`src/hdl/axi_lite_pkg.sv`:
```
// --------------------------------------------------------------------
// axi4-lite slave definitions
// bus widths, register index geometry and response codes
// --------------------------------------------------------------------
package axi_lite_pkg;

    // byte address width on the bus
    localparam int addr_width = 32;

    // data width of the bus and of every register
    localparam int data_width = 32;

    // lowest byte address bit that picks a register (one word each)
    localparam int reg_addr_lsb = 2;

    // register index taken from the address
    localparam int reg_index_width = 3;
    localparam int reg_count = 8;

    // okay response, no error responses are generated
    localparam logic [1:0] resp_okay = 2'b00;

endpackage
```
`src/hdl/loader_pkg.sv`:
```
// --------------------------------------------------------------------
// program loader definitions
// register map, memory entry geometry and fifo sizing
// --------------------------------------------------------------------
package loader_pkg;

    // one memory entry holds four bus words
    localparam int entry_width = 128;
    localparam int words_per_entry = 4;
    localparam int word_width = entry_width / words_per_entry;

    // counts the words already taken into the current entry
    localparam int word_count_width = 2;

    // word fifo between the register block and the assembler
    localparam int fifo_depth = 4;
    localparam int fifo_ptr_width = 2;
    // one more bit so a full fifo can be told from an empty one
    localparam int fifo_count_width = 3;

    // register offsets in words
    // reads at index 0 return full, writes at index 0 push a word
    localparam logic [axi_lite_pkg::reg_index_width-1:0] off_full = 3'd0;
    localparam logic [axi_lite_pkg::reg_index_width-1:0] off_push = 3'd0;
    localparam logic [axi_lite_pkg::reg_index_width-1:0] off_mem_addr = 3'd1;
    localparam logic [axi_lite_pkg::reg_index_width-1:0] off_prog_size = 3'd2;
    localparam logic [axi_lite_pkg::reg_index_width-1:0] off_entry_count = 3'd3;
    localparam logic [axi_lite_pkg::reg_index_width-1:0] off_empty = 3'd4;
    localparam logic [axi_lite_pkg::reg_index_width-1:0] off_popped_count = 3'd5;

    // program size starts at its largest value so done stays low
    localparam logic [word_width-1:0] prog_size_reset = '1;

endpackage

```
`src/hdl/program_loader.sv`:
```
// --------------------------------------------------------------------
// program loader top
// axi4-lite registers feeding a word fifo and an entry assembler
// --------------------------------------------------------------------
module program_loader
(
    input  logic clk,
    input  logic rst,
    input  logic [axi_lite_pkg::addr_width-1:0] s_axi_awaddr,
    input  logic s_axi_awvalid,
    output logic s_axi_awready,
    input  logic [axi_lite_pkg::data_width-1:0] s_axi_wdata,
    input  logic s_axi_wvalid,
    output logic s_axi_wready,
    output logic [1:0] s_axi_bresp,
    output logic s_axi_bvalid,
    input  logic s_axi_bready,
    input  logic [axi_lite_pkg::addr_width-1:0] s_axi_araddr,
    input  logic s_axi_arvalid,
    output logic s_axi_arready,
    output logic [axi_lite_pkg::data_width-1:0] s_axi_rdata,
    output logic [1:0] s_axi_rresp,
    output logic s_axi_rvalid,
    input  logic s_axi_rready,
    output logic [axi_lite_pkg::data_width-1:0] memory_addr,
    output logic [loader_pkg::entry_width-1:0] memory_data,
    output logic memory_we,
    output logic done
);

    // slave to register block
    logic reg_wr;
    logic [axi_lite_pkg::reg_index_width-1:0] reg_wr_index;
    logic [axi_lite_pkg::data_width-1:0] reg_wr_data;
    // read strobe and index, read data comes back combinationally
    logic reg_rd;
    logic [axi_lite_pkg::reg_index_width-1:0] reg_rd_index;
    logic [axi_lite_pkg::data_width-1:0] reg_rd_data;

    // fifo and assembler
    logic push;
    logic [axi_lite_pkg::data_width-1:0] push_data;
    logic pop;
    logic [loader_pkg::word_width-1:0] head_data;
    logic full;
    logic empty;
    logic [axi_lite_pkg::data_width-1:0] entry_count;
    logic [loader_pkg::word_count_width-1:0] popped_count;
    logic [axi_lite_pkg::data_width-1:0] prog_size;

    axi_lite_slave u_axi_lite_slave
    (
        .clk           (clk),
        .rst           (rst),
        .s_axi_awaddr  (s_axi_awaddr),
        .s_axi_awvalid (s_axi_awvalid),
        .s_axi_awready (s_axi_awready),
        .s_axi_wdata   (s_axi_wdata),
        .s_axi_wvalid  (s_axi_wvalid),
        .s_axi_wready  (s_axi_wready),
        .s_axi_bresp   (s_axi_bresp),
        .s_axi_bvalid  (s_axi_bvalid),
        .s_axi_bready  (s_axi_bready),
        .s_axi_araddr  (s_axi_araddr),
        .s_axi_arvalid (s_axi_arvalid),
        .s_axi_arready (s_axi_arready),
        .s_axi_rdata   (s_axi_rdata),
        .s_axi_rresp   (s_axi_rresp),
        .s_axi_rvalid  (s_axi_rvalid),
        .s_axi_rready  (s_axi_rready),
        .reg_wr        (reg_wr),
        .reg_wr_index  (reg_wr_index),
        .reg_wr_data   (reg_wr_data),
        .reg_rd        (reg_rd),
        .reg_rd_index  (reg_rd_index),
        .reg_rd_data   (reg_rd_data)
    );

    loader_regs u_loader_regs
    (
        .clk          (clk),
        .rst          (rst),
        .reg_wr       (reg_wr),
        .reg_wr_index (reg_wr_index),
        .reg_wr_data  (reg_wr_data),
        .reg_rd_index (reg_rd_index),
        .reg_rd_data  (reg_rd_data),
        .push         (push),
        .push_data    (push_data),
        .full         (full),
        .empty        (empty),
        .entry_count  (entry_count),
        .popped_count (popped_count),
        .memory_addr  (memory_addr),
        .prog_size    (prog_size)
    );

    word_fifo u_word_fifo
    (
        .clk       (clk),
        .rst       (rst),
        .push      (push),
        .push_data (push_data),
        .pop       (pop),
        .head_data (head_data),
        .full      (full),
        .empty     (empty)
    );

    entry_assembler u_entry_assembler
    (
        .clk          (clk),
        .rst          (rst),
        .empty        (empty),
        .head_data    (head_data),
        .prog_size    (prog_size),
        .pop          (pop),
        .memory_data  (memory_data),
        .memory_we    (memory_we),
        .entry_count  (entry_count),
        .popped_count (popped_count),
        .done         (done)
    );

endmodule

```
`src/hdl/entry_assembler.sv`:
```
// --------------------------------------------------------------------
// memory entry assembler
// packs four words per entry, writes it out and tracks done
// --------------------------------------------------------------------
module entry_assembler
(
    input  logic clk,
    input  logic rst,
    input  logic empty,
    input  logic [loader_pkg::word_width-1:0] head_data,
    input  logic [loader_pkg::word_width-1:0] prog_size,
    output logic pop,
    output logic [loader_pkg::entry_width-1:0] memory_data,
    output logic memory_we,
    output logic [loader_pkg::word_width-1:0] entry_count,
    output logic [loader_pkg::word_count_width-1:0] popped_count,
    output logic done
);

    logic last_word;

    // drain one word every cycle the fifo has one
    assign pop = ~empty;
    assign last_word = pop && (popped_count == loader_pkg::words_per_entry - 1);

    // shift in at the low end, first word ends up on top
    always_ff @(posedge clk)
    begin
        if (pop)
        begin
            memory_data <= {memory_data[loader_pkg::entry_width-loader_pkg::word_width-1:0],
                            head_data};
        end
    end

    always_ff @(posedge clk)
    begin
        if (rst)
        begin
            popped_count <= '0;
        end
        else if (last_word)
        begin
            popped_count <= '0;
        end
        else if (pop)
        begin
            popped_count <= popped_count + 1'b1;
        end
    end

    // write pulse and entry count follow the fourth pop
    always_ff @(posedge clk)
    begin
        if (rst)
        begin
            memory_we <= 1'b0;
            entry_count <= '0;
        end
        else
        begin
            memory_we <= last_word;
            if (last_word)
            begin
                entry_count <= entry_count + 1'b1;
            end
        end
    end

    // sticky until reset
    always_ff @(posedge clk)
    begin
        if (rst)
        begin
            done <= 1'b0;
        end
        else if (entry_count >= prog_size)
        begin
            done <= 1'b1;
        end
    end

endmodule

```
`src/hdl/word_fifo.sv`:
```
// --------------------------------------------------------------------
// word fifo
// holds pushed words until the assembler takes them
// --------------------------------------------------------------------
module word_fifo
(
    input  logic clk,
    input  logic rst,
    input  logic push,
    input  logic [loader_pkg::word_width-1:0] push_data,
    input  logic pop,
    output logic [loader_pkg::word_width-1:0] head_data,
    output logic full,
    output logic empty
);

    logic [loader_pkg::word_width-1:0] mem [loader_pkg::fifo_depth];
    logic [loader_pkg::fifo_ptr_width-1:0] wr_ptr;
    logic [loader_pkg::fifo_ptr_width-1:0] rd_ptr;
    logic [loader_pkg::fifo_count_width-1:0] count;
    logic do_push;
    logic do_pop;

    // drop a push when full, ignore a pop when empty
    assign do_push = push & ~full;
    assign do_pop = pop & ~empty;

    always_ff @(posedge clk)
    begin
        if (do_push)
        begin
            mem[wr_ptr] <= push_data;
        end
    end

    // pointers wrap on their own, depth is a power of two
    always_ff @(posedge clk)
    begin
        if (rst)
        begin
            wr_ptr <= '0;
            rd_ptr <= '0;
            count <= '0;
        end
        else
        begin
            if (do_push)
            begin
                wr_ptr <= wr_ptr + 1'b1;
            end
            if (do_pop)
            begin
                rd_ptr <= rd_ptr + 1'b1;
            end
            count <= count + do_push - do_pop;
        end
    end

    assign head_data = mem[rd_ptr];
    assign full = (count == loader_pkg::fifo_depth);
    assign empty = (count == 0);

endmodule

```
`src/hdl/loader_regs.sv`:
```
// --------------------------------------------------------------------
// loader control registers
// register array, push decode and readback of live status
// --------------------------------------------------------------------
module loader_regs
(
    input  logic clk,
    input  logic rst,
    input  logic reg_wr,
    input  logic [axi_lite_pkg::reg_index_width-1:0] reg_wr_index,
    input  logic [axi_lite_pkg::data_width-1:0] reg_wr_data,
    input  logic [axi_lite_pkg::reg_index_width-1:0] reg_rd_index,
    output logic [axi_lite_pkg::data_width-1:0] reg_rd_data,
    output logic push,
    output logic [axi_lite_pkg::data_width-1:0] push_data,
    input  logic full,
    input  logic empty,
    input  logic [axi_lite_pkg::data_width-1:0] entry_count,
    input  logic [loader_pkg::word_count_width-1:0] popped_count,
    output logic [axi_lite_pkg::data_width-1:0] memory_addr,
    output logic [axi_lite_pkg::data_width-1:0] prog_size
);

    logic [axi_lite_pkg::data_width-1:0] regs [axi_lite_pkg::reg_count];

    // every write lands in the array, strobes are ignored
    always_ff @(posedge clk)
    begin
        if (rst)
        begin
            for (int i = 0; i < axi_lite_pkg::reg_count; i++)
            begin
                if (i == int'(loader_pkg::off_prog_size))
                begin
                    regs[i] <= loader_pkg::prog_size_reset;
                end
                else
                begin
                    regs[i] <= '0;
                end
            end
        end
        else if (reg_wr)
        begin
            regs[reg_wr_index] <= reg_wr_data;
        end
    end

    // push trails the write strobe by one cycle
    always_ff @(posedge clk)
    begin
        if (rst)
        begin
            push <= 1'b0;
        end
        else
        begin
            push <= reg_wr && (reg_wr_index == loader_pkg::off_push);
        end
    end

    always_ff @(posedge clk)
    begin
        push_data <= reg_wr_data;
    end

    // live status at four offsets, stored values elsewhere
    always_comb
    begin
        case (reg_rd_index)
            loader_pkg::off_full:
                reg_rd_data = {{(axi_lite_pkg::data_width - 1){1'b0}}, full};
            loader_pkg::off_entry_count:
                reg_rd_data = entry_count;
            loader_pkg::off_empty:
                reg_rd_data = {{(axi_lite_pkg::data_width - 1){1'b0}}, empty};
            loader_pkg::off_popped_count:
                reg_rd_data = {{(axi_lite_pkg::data_width - loader_pkg::word_count_width){1'b0}},
                               popped_count};
            default:
                reg_rd_data = regs[reg_rd_index];
        endcase
    end

    assign memory_addr = regs[loader_pkg::off_mem_addr];
    assign prog_size = regs[loader_pkg::off_prog_size];

endmodule

```
`src/hdl/axi_lite_slave.sv`:
```
// --------------------------------------------------------------------
// axi4-lite slave front end
// turns bus transfers into register write and read strobes
// --------------------------------------------------------------------
module axi_lite_slave
(
    input  logic clk,
    input  logic rst,
    input  logic [axi_lite_pkg::addr_width-1:0] s_axi_awaddr,
    input  logic s_axi_awvalid,
    output logic s_axi_awready,
    input  logic [axi_lite_pkg::data_width-1:0] s_axi_wdata,
    input  logic s_axi_wvalid,
    output logic s_axi_wready,
    output logic [1:0] s_axi_bresp,
    output logic s_axi_bvalid,
    input  logic s_axi_bready,
    input  logic [axi_lite_pkg::addr_width-1:0] s_axi_araddr,
    input  logic s_axi_arvalid,
    output logic s_axi_arready,
    output logic [axi_lite_pkg::data_width-1:0] s_axi_rdata,
    output logic [1:0] s_axi_rresp,
    output logic s_axi_rvalid,
    input  logic s_axi_rready,
    output logic reg_wr,
    output logic [axi_lite_pkg::reg_index_width-1:0] reg_wr_index,
    output logic [axi_lite_pkg::data_width-1:0] reg_wr_data,
    output logic reg_rd,
    output logic [axi_lite_pkg::reg_index_width-1:0] reg_rd_index,
    input  logic [axi_lite_pkg::data_width-1:0] reg_rd_data
);

    // low while a write response is still outstanding
    logic aw_en;
    logic wr_accept;
    logic rd_accept;

    // take a write only with address and data both present
    assign wr_accept = ~s_axi_awready & s_axi_awvalid & s_axi_wvalid & aw_en;

    // no new read while a read response waits for rready
    assign rd_accept = ~s_axi_arready & s_axi_arvalid & ~s_axi_rvalid;

    // awready and wready pulse together for one cycle
    always_ff @(posedge clk)
    begin
        if (rst)
        begin
            s_axi_awready <= 1'b0;
            s_axi_wready <= 1'b0;
            aw_en <= 1'b1;
        end
        else if (wr_accept)
        begin
            s_axi_awready <= 1'b1;
            s_axi_wready <= 1'b1;
            aw_en <= 1'b0;
        end
        else
        begin
            s_axi_awready <= 1'b0;
            s_axi_wready <= 1'b0;
            // response taken, ready for the next write
            if (s_axi_bvalid && s_axi_bready)
            begin
                aw_en <= 1'b1;
            end
        end
    end

    // keep only the register index bits of the write address
    always_ff @(posedge clk)
    begin
        if (wr_accept)
        begin
            reg_wr_index <= s_axi_awaddr[axi_lite_pkg::reg_addr_lsb +:
                                         axi_lite_pkg::reg_index_width];
        end
    end

    // strobe in the cycle both ready signals are up
    assign reg_wr = s_axi_awready & s_axi_awvalid & s_axi_wready & s_axi_wvalid;
    assign reg_wr_data = s_axi_wdata;

    // write response, held until bready
    always_ff @(posedge clk)
    begin
        if (rst)
        begin
            s_axi_bvalid <= 1'b0;
        end
        else if (reg_wr && !s_axi_bvalid)
        begin
            s_axi_bvalid <= 1'b1;
        end
        else if (s_axi_bready && s_axi_bvalid)
        begin
            s_axi_bvalid <= 1'b0;
        end
    end

    assign s_axi_bresp = axi_lite_pkg::resp_okay;

    // arready is a single cycle pulse
    always_ff @(posedge clk)
    begin
        if (rst)
        begin
            s_axi_arready <= 1'b0;
        end
        else
        begin
            s_axi_arready <= rd_accept;
        end
    end

    always_ff @(posedge clk)
    begin
        if (rd_accept)
        begin
            reg_rd_index <= s_axi_araddr[axi_lite_pkg::reg_addr_lsb +:
                                         axi_lite_pkg::reg_index_width];
        end
    end

    assign reg_rd = s_axi_arready & s_axi_arvalid & ~s_axi_rvalid;

    // read data valid, held with its data until rready
    always_ff @(posedge clk)
    begin
        if (rst)
        begin
            s_axi_rvalid <= 1'b0;
        end
        else if (reg_rd)
        begin
            s_axi_rvalid <= 1'b1;
        end
        else if (s_axi_rvalid && s_axi_rready)
        begin
            s_axi_rvalid <= 1'b0;
        end
    end

    // sample the register mux on the read strobe only
    always_ff @(posedge clk)
    begin
        if (reg_rd)
        begin
            s_axi_rdata <= reg_rd_data;
        end
    end

    assign s_axi_rresp = axi_lite_pkg::resp_okay;

endmodule

```
`config.mk`:
```
export PLATFORM = sky130hd
export DESIGN_NAME = program_loader
export DESIGN_NICKNAME = d
export VERILOG_FILES = /design/src/hdl/axi_lite_pkg.sv /design/src/hdl/loader_pkg.sv /design/src/hdl/program_loader.sv /design/src/hdl/entry_assembler.sv /design/src/hdl/word_fifo.sv /design/src/hdl/loader_regs.sv /design/src/hdl/axi_lite_slave.sv
export SDC_FILE = /design/constraint.sdc
export NUM_CORES = 1
export LEC_CHECK = 0
export ABC_AREA = 1
export BUFFER_PORTS_ARGS = -buffer_cell sky130_fd_sc_hd__buf_4
export CAP_MARGIN = 0
export CORE_MARGIN = 2
export CORE_UTILIZATION = 40
export DETAILED_ROUTE_END_ITERATION = 10
export GPL_TIMING_DRIVEN = 0
export PLACE_DENSITY = 0.66
export SYNTH_ARGS = -nofsm -noshare
export SYNTH_HDL_FRONTEND = slang
export SYNTH_HIERARCHICAL = 1
export SYNTH_SLANG_ARGS = --single-unit
```
`constraint.sdc`:
```
create_clock -name clk -period 4 [get_ports clk]
set_clock_uncertainty 0.1 [all_clocks]
set_input_delay 1.2 -clock clk [delete_from_list [all_inputs] [get_ports clk]]
set_output_delay 1.2 -clock clk [all_outputs]
set_load 0.1 [all_outputs]
```
==> impl_metrics.py, run 1 <==
metrics = {
    "sta": {
        "fin_crit_sh_pct": 76.1,
        "fin_setup_tns_ns": 0,
        "hold_ws_ns": 0.346,
        "hold_viol": 0,
        "setup_ws_ns": 0.955,
        "worst_slew_pin_slew_ns": 1.03,
        "drv_slew": 0,
        "fmax_mhz": 328,
        "setup_viol": 0,
        "rsz0062_at_grt": "no",
        "slew_headroom_pct": 31.1,
        "period_minus_slack_ns": 3.04,
    },
    "floorplan": {
        "initial_core_util_pct": 40.7,
        "die_h_um": 230,
        "boundaryPins": 306,
        "coreArea_sq_mm": 0.0504,
        "dieArea_sq_mm": 0.0530,
        "die_w_um": 230,
        "rows": 82,
    },
    "place": {
        "port_buffers": 211,
        "dp_cells": 2699,
        "dp_hpwl_um": 38100,
        "place_congestion": 0.915,
        "dpl_cell_area_sq_mm": 0.0232,
        "dp_slack_ns": 0.383,
    },
    "finish": {
        "fin_util_pct": 49.3,
        "fin_nets": 2224,
        "seqCellArea_sq_mm": 0.0143,
        "area_growth_pct": 21.2,
        "design_area_sq_mm": 0.0248,
        "final_cells": 2794,
        "multiInputGateArea_sq_mm": 0.00475,
        "drive_gt1_share_pct": 19.9,
        "diodes": 0,
        "fill_cells": 4413,
    },
    "hold_path": {
        "hold_path.class": "reg -> reg",
        "hold_depth": 0,
        "holdPathEnd": "u_entry_assembler/memory_data[92]",
        "hp-start": "u_entry_assembler/memory_data[60]",
    },
    "worst_setup_path": {
        "critPathCaptureType": "register",
        "r2r_slack_ns": 1.31,
        "cp.required_ns": 4.10,
        "rr_worst_depth": 7,
        "regToRegEndpoint": "u_loader_regs/regs[6][2]",
        "worstPathMaxFanout": 32,
        "critPathKind": "in -> reg",
        "crit_arrival_ns": 3.15,
        "rr_startpoint": "u_axi_lite_slave/s_axi_wready",
        "crit_path_start_kind": "input pin",
    },
    "pwr": {
        "p_leak_nw": 10.3,
        "p_sw_mw": 9.07,
        "p_total_mw": 20.1,
        "power_density_mw_per_mm2": 809,
        "clock_power_share_pct": 23.6,
        "vdd_drop_max_uv": 611,
        "p_sw_share_pct": 45.2,
        "p_comb_share_pct": 40.1,
        "seqPwrFrac_pct": 36.3,
        "intPower_mw": 11.0,
    },
    "routing": {
        "highest_layer": "met4",
        "dr_wl_met2_um": 25000,
        "dr.pass1.iters": 6,
        "ant_nets": 0,
        "wl_met1_um": 22200,
        "num_vias": 13900,
        "post_drt_wl_per_cell_um": 19.2,
        "routed_wirelength_um": 53700,
        "drtIter0Drc": 1317,
        "dr_wl_met3_um": 4760,
        "vias_per_cell": 4.99,
        "drc": 0,
    },
    "clock_tree": {
        "cts_resized": 0,
        "clk_latency_ns": 0.59,
        "ctsHoldBuffers": 0,
        "clock-sinks": 505,
        "cts_tree": "built",
        "clock_path_buffers": 3,
        "root_buffer": "clkbuf_16",
        "numCtsBuffers": 51,
        "post_cts_buffers": 0,
        "h-tree-depth": 2,
        "clk_pin_slew_ns": 0.06,
    },
    "synth": {
        "synth_seq_cells": 505,
        "synth_cell_types": 43,
        "synth_flop_cell": "edfxtp_1",
        "ys.warnings.count": 6,
        "synth-edff-count": 422,
        "yosysSeqAreaShare_pct": 70.0,
        "async_reset_ff_share_pct": 0,
        "syn_area_per_cell_sq_um": 11.4,
        "synth_area_sq_mm": 0.0205,
        "synthesis.instances": 1805,
    },
    "grt": {
        "grt_pass1_wl_um": 79000,
        "grt_pass1_vias": 13500,
        "track_usage_pct": 19.8,
        "antenna_found_initial": 0,
        "grt_max_degree": 99,
        "gr-total-overflow": 0,
    },
    "run_status": {
        "status": "completed",
    },
    "job": {
        "maxCapViolations": 0,
    },
}
## synthesized netlist by cell type, types with 2 or more instances
| master | number | area (sq um) |
|---|---|---|
| nand2_1 | 317 | 1190 |
| buf_4 | 43 | 323 |
| xor2_1 | 3 | 26.3 |
| inv_1 | 196 | 736 |
| inv_2 | 5 | 18.8 |
| a21o_1 | 2 | 15.0 |
| o21a_1 | 6 | 45.0 |
| nand3_1 | 28 | 140 |
| ha_1 | 40 | 500 |
| nand2_4 | 2 | 22.5 |
| nand4_1 | 10 | 62.6 |
| nor2_8 | 2 | 40.0 |
| nand2_2 | 3 | 18.8 |
| nor3_1 | 16 | 80.1 |
| buf_2 | 29 | 145 |
| clkbuf_1 | 10 | 37.5 |
| dfxtp_1 | 83 | 1660 |
| nor2_1 | 356 | 1340 |
| a21oi_1 | 34 | 170 |
| nand3_2 | 4 | 40.0 |
| o21bai_1 | 4 | 30.0 |
| o21ai_1 | 33 | 165 |
| buf_6 | 14 | 158 |
| o22ai_1 | 32 | 200 |
| buf_1 | 2 | 7.51 |
| nor2_2 | 4 | 25.0 |
| edfxtp_1 | 422 | 12700 |
| o21ai_0 | 84 | 420 |
| nor2_4 | 7 | 78.8 |
## power groups by stage
stage | clock, mW | sequential, mW | combinational [mW]
2_1_floorplan | 0 | 12.6 | 1.14
3_3_place_gp | 0 | 7.43 | 7.97
3_5_place_dp | 0 | 7.42 | 8.07
4_1_cts | 4.83 | 7.31 | 8.08
5_1_grt | 5.02 | 7.40 | 8.27
6_report | 4.74 | 7.29 | 8.04
## state kept, by name (all words and copies together) (netlist names), 2 cells and up, named ones only
| name | cells |
|---|---|
| u_entry_assembler/memory_data | 128 |
| u_loader_regs/regs | 128 |
| u_word_fifo/mem | 128 |
| u_axi_lite_slave/s_axi_rdata | 32 |
| u_entry_assembler/entry_count | 32 |
| u_loader_regs/push_data | 32 |
| u_axi_lite_slave/reg_rd_index | 3 |
| u_axi_lite_slave/reg_wr_index | 3 |
| u_word_fifo/count | 3 |
| u_entry_assembler/popped_count | 2 |
| u_word_fifo/rd_ptr | 2 |
| u_word_fifo/wr_ptr | 2 |
## how the worst max path moves through the flow
stage                                            to                  from  cells past startpoint  slack [ns]
after global placement       u_word_fifo/mem[3][16]  u_word_fifo/count[1]                      4       -0.21
after global routing       u_loader_regs/regs[7][1]                   rst                      7        0.93
after detailed placement  u_loader_regs/regs[6][13]                   rst                      7        0.38
after CTS                  u_loader_regs/regs[6][1]                   rst                      7         1.0
after floorplan                u_word_fifo/count[1]  u_word_fifo/count[1]                     12        0.61
final                      u_loader_regs/regs[6][2]                   rst                      7        0.96
## worst max-delay path: stages
cell and delay, ns:
buf_4 0.16, inv_2 0.16, nand2_1 0.12, nor2_2 0.15
nand2_1 0.30, buf_2 0.33, nand2_2 0.69
## cell usage in the layout (no fill, tap or decap), drive strengths merged
cell / n
nand4: 10
o21bai: 4
bufinv: 4
nand2: 322
o21ai: 117
and3: 1
fa: 1
a221oi: 1
clkbuf: 82
edfxtp: 422
xor2: 3
buf: 307
conb: 4
nor3: 17
inv: 203
dfxtp: 83
nor2: 369
nand3b: 1
o22ai: 32
a21o: 2
o21a: 6
clkinv: 17
and2: 1
ha: 40
clkinvlp: 4
a211oi: 1
nand3: 33
a21oi: 35
## area by class of cell
class,instances,area share (%)
Sequential cell,505,57.7
Multi-Input combinational cell,1000,19.1
Timing Repair Buffer,219,7.12
Clock buffer,71,5.73
Tap cell,672,3.39
Inverter,204,3.15
Buffer,99,2.72
Clock inverter,24,1.01
## layer usage
metal  vias up  track usage [%]
met5         -                0
met4         0             7.16
met3       114             3.79
met2       628             32.5
met1      6668             26.3
li1       6533                -
## logic make-up after synthesis
logic type | share of synthesized area, %
compound gates | 5.23
xor+xnor | 0.128
fa+ha+maj | 2.54
buf+inv | 7.09
flops | 70.0
other cells | 0.0183
simple gates | 15.0
Power figures use the tool's default switching activity.
==> run 2: changes to the inputs <==
==> constraint.sdc (replaced) <==
create_clock -name clk -period 3.1 [get_ports clk]
set_clock_uncertainty 0.1 [all_clocks]
set_input_delay 0.93 -clock clk [delete_from_list [all_inputs] [get_ports clk]]
set_output_delay 0.93 -clock clk [all_outputs]
set_load 0.1 [all_outputs]
==> impl_metrics.py, run 2 (synthesized netlist as in run 1, its figures left out) <==
metrics = {
    "run_status": {
        "status": "completed",
    },
    "worst_setup_path": {
        "crit_arrival_ns": 2.78,
        "crit_top_cell": "nand2_1",
        "rr_startpoint": "u_axi_lite_slave/s_axi_wready",
        "crit_path_start": "s_axi_wvalid",
        "cp.required_ns": 3.11,
        "crit_slowest_cell": "nand2_2",
        "cp_num_buf_inv": 4,
        "worstPathMaxFanout": 32,
        "critPathKind": "in -> reg",
        "path_delay_family": "simple AND/OR/NAND/NOR gates",
        "path_cells": "buf_4, nand2_1, inv_2, nand2_1, inv_1, nand2_1, nor2_2, nand2_1, buf_2, nand2_2",
        "critPathCaptureType": "register",
        "crit_path_start_kind": "input pin",
        "slowest_delay_ns": 0.62,
    },
    "pwr": {
        "seqPwrFrac_pct": 35.7,
        "vdd_drop_max_uv": 785,
        "p_leak_nw": 10.3,
        "power_density_mw_per_mm2": 1060,
        "p_total_mw": 26.4,
        "intPower_mw": 14.6,
        "p_comb_share_pct": 39.3,
        "p_sw_share_pct": 44.7,
        "p_sw_mw": 11.8,
        "clock_power_share_pct": 25.0,
    },
    "clock_tree": {
        "numCtsBuffers": 52,
        "ctsHoldBuffers": 0,
        "cts_resized": 0,
        "clk_latency_ns": 0.60,
        "clock_path_buffers": 3,
        "clk_pin_slew_ns": 0.06,
        "root_buffer": "clkbuf_16",
        "cts_tree": "built",
        "clock-sinks": 505,
        "post_cts_buffers": 0,
        "h-tree-depth": 2,
    },
    "routing": {
        "num_vias": 13900,
        "post_drt_wl_per_cell_um": 19.1,
        "ant_nets": 0,
        "dr.pass1.iters": 7,
        "drtIter0Drc": 1365,
        "vias_per_cell": 4.98,
        "drc": 0,
        "routed_wirelength_um": 53300,
    },
    "finish": {
        "final_cell_mix": "422 x edfxtp_1, 352 x nor2_1, 314 x nand2_1",
        "reg_top3": "u_entry_assembler/memory_data (128), u_loader_regs/regs (128), u_word_fifo/mem (128)",
        "drive_gt1_share_pct": 20.4,
        "seqCellArea_sq_mm": 0.0143,
        "multiInputGateArea_sq_mm": 0.00475,
        "mostFrequentLayoutCell": "edfxtp_1",
        "fin_nets": 2224,
        "fin_util_pct": 49.5,
        "fill_cells": 4392,
        "area_growth_pct": 21.7,
    },
    "sta": {
        "worst_slew_pin_slew_ns": 0.978,
        "fin_crit_sh_pct": 89.2,
        "hold_viol": 0,
        "fmax_mhz": 362,
        "slew_headroom_pct": 34.6,
        "period_minus_slack_ns": 2.77,
        "setup_ws_ns": 0.334,
        "drv_slew": 0,
        "rsz0062_at_grt": "no",
        "setup_viol": 0,
    },
    "place": {
        "dp_hpwl_um": 38100,
        "place_congestion": 0.915,
        "port_buffers": 211,
        "dp_slack_ns": -0.253,
    },
    "floorplan": {
        "dieArea_sq_mm": 0.0530,
        "coreArea_sq_mm": 0.0504,
        "die_h_um": 230,
        "boundaryPins": 306,
        "initial_core_util_pct": 40.7,
        "rows": 82,
        "die_w_um": 230,
    },
    "grt": {
        "gr-total-overflow": 0,
        "grt_pass1_wl_um": 79400,
        "grt_max_degree": 102,
        "grt_pass1_vias": 13400,
        "antenna_found_initial": 2,
        "track_usage_pct": 19.9,
    },
    "hold_path": {
        "hold_path.class": "reg -> reg",
        "hp-start": "u_entry_assembler/memory_data[23]",
    },
    "job": {
        "maxCapViolations": 0,
    },
}
[run 2: worst paths after layout]
path	end	slack, ns	depth (start not counted)
worst min-delay path	u_entry_assembler/memory_data[55]	0.34	0
worst min register to register	u_entry_assembler/memory_data[55]	0.34	0
worst max-delay path	u_loader_regs/regs[1][15]	0.33	10
worst max register to register	u_loader_regs/regs[1][15]	0.42	7
[run 2: stage by stage]
stage | instances | hold WS [ns] | cell area [sq um] | setup TNS [ns]
after global routing | 2796 | 0.332 | 24900 | 0
after floorplan | 1808 | 0.338 | 20500 | 0
after CTS | 2795 | 0.317 | 24900 | 0
final | 2796 | 0.337 | 24900 | 0
after detailed placement | 2698 | 0.333 | 23100 | -22.30
after global placement | 2691 | 0.331 | 22900 | -213.66
[run 2: final cells by class]
type / instances / share of cell area (%)
inverter: 204 / 3.14
sequential: 505 / 57.5
tap: 672 / 3.37
clock buffer: 62 / 5.49
buffer: 99 / 2.71
multi-input combinational: 1000 / 19.1
timing repair buffer: 218 / 6.92
antenna: 1 / 0.0100
clock inverter: 35 / 1.81
[run 2: per-layer routing]
metal / vias up / track usage [%] / wire length, um
li1: 6527 / - / -
met1: 6690 / 26.8 / 21900
met2: 629 / 32.3 / 25000
met3: 88 / 3.76 / 4750
met4: 0 / 6.96 / 1690
met5: - / 0 / 0
[run 2: power groups by stage]
| stage | sequential, mW | combinational [mW] | clock, mW |
|---|---|---|---|
| after floorplan | 16.2 | 1.47 | 0 |
| after global placement | 9.54 | 10.3 | 0 |
| after detailed placement | 9.58 | 10.4 | 0 |
| after CTS | 9.44 | 10.4 | 6.72 |
| after global routing | 9.56 | 10.7 | 6.96 |
| final | 9.42 | 10.4 | 6.58 |
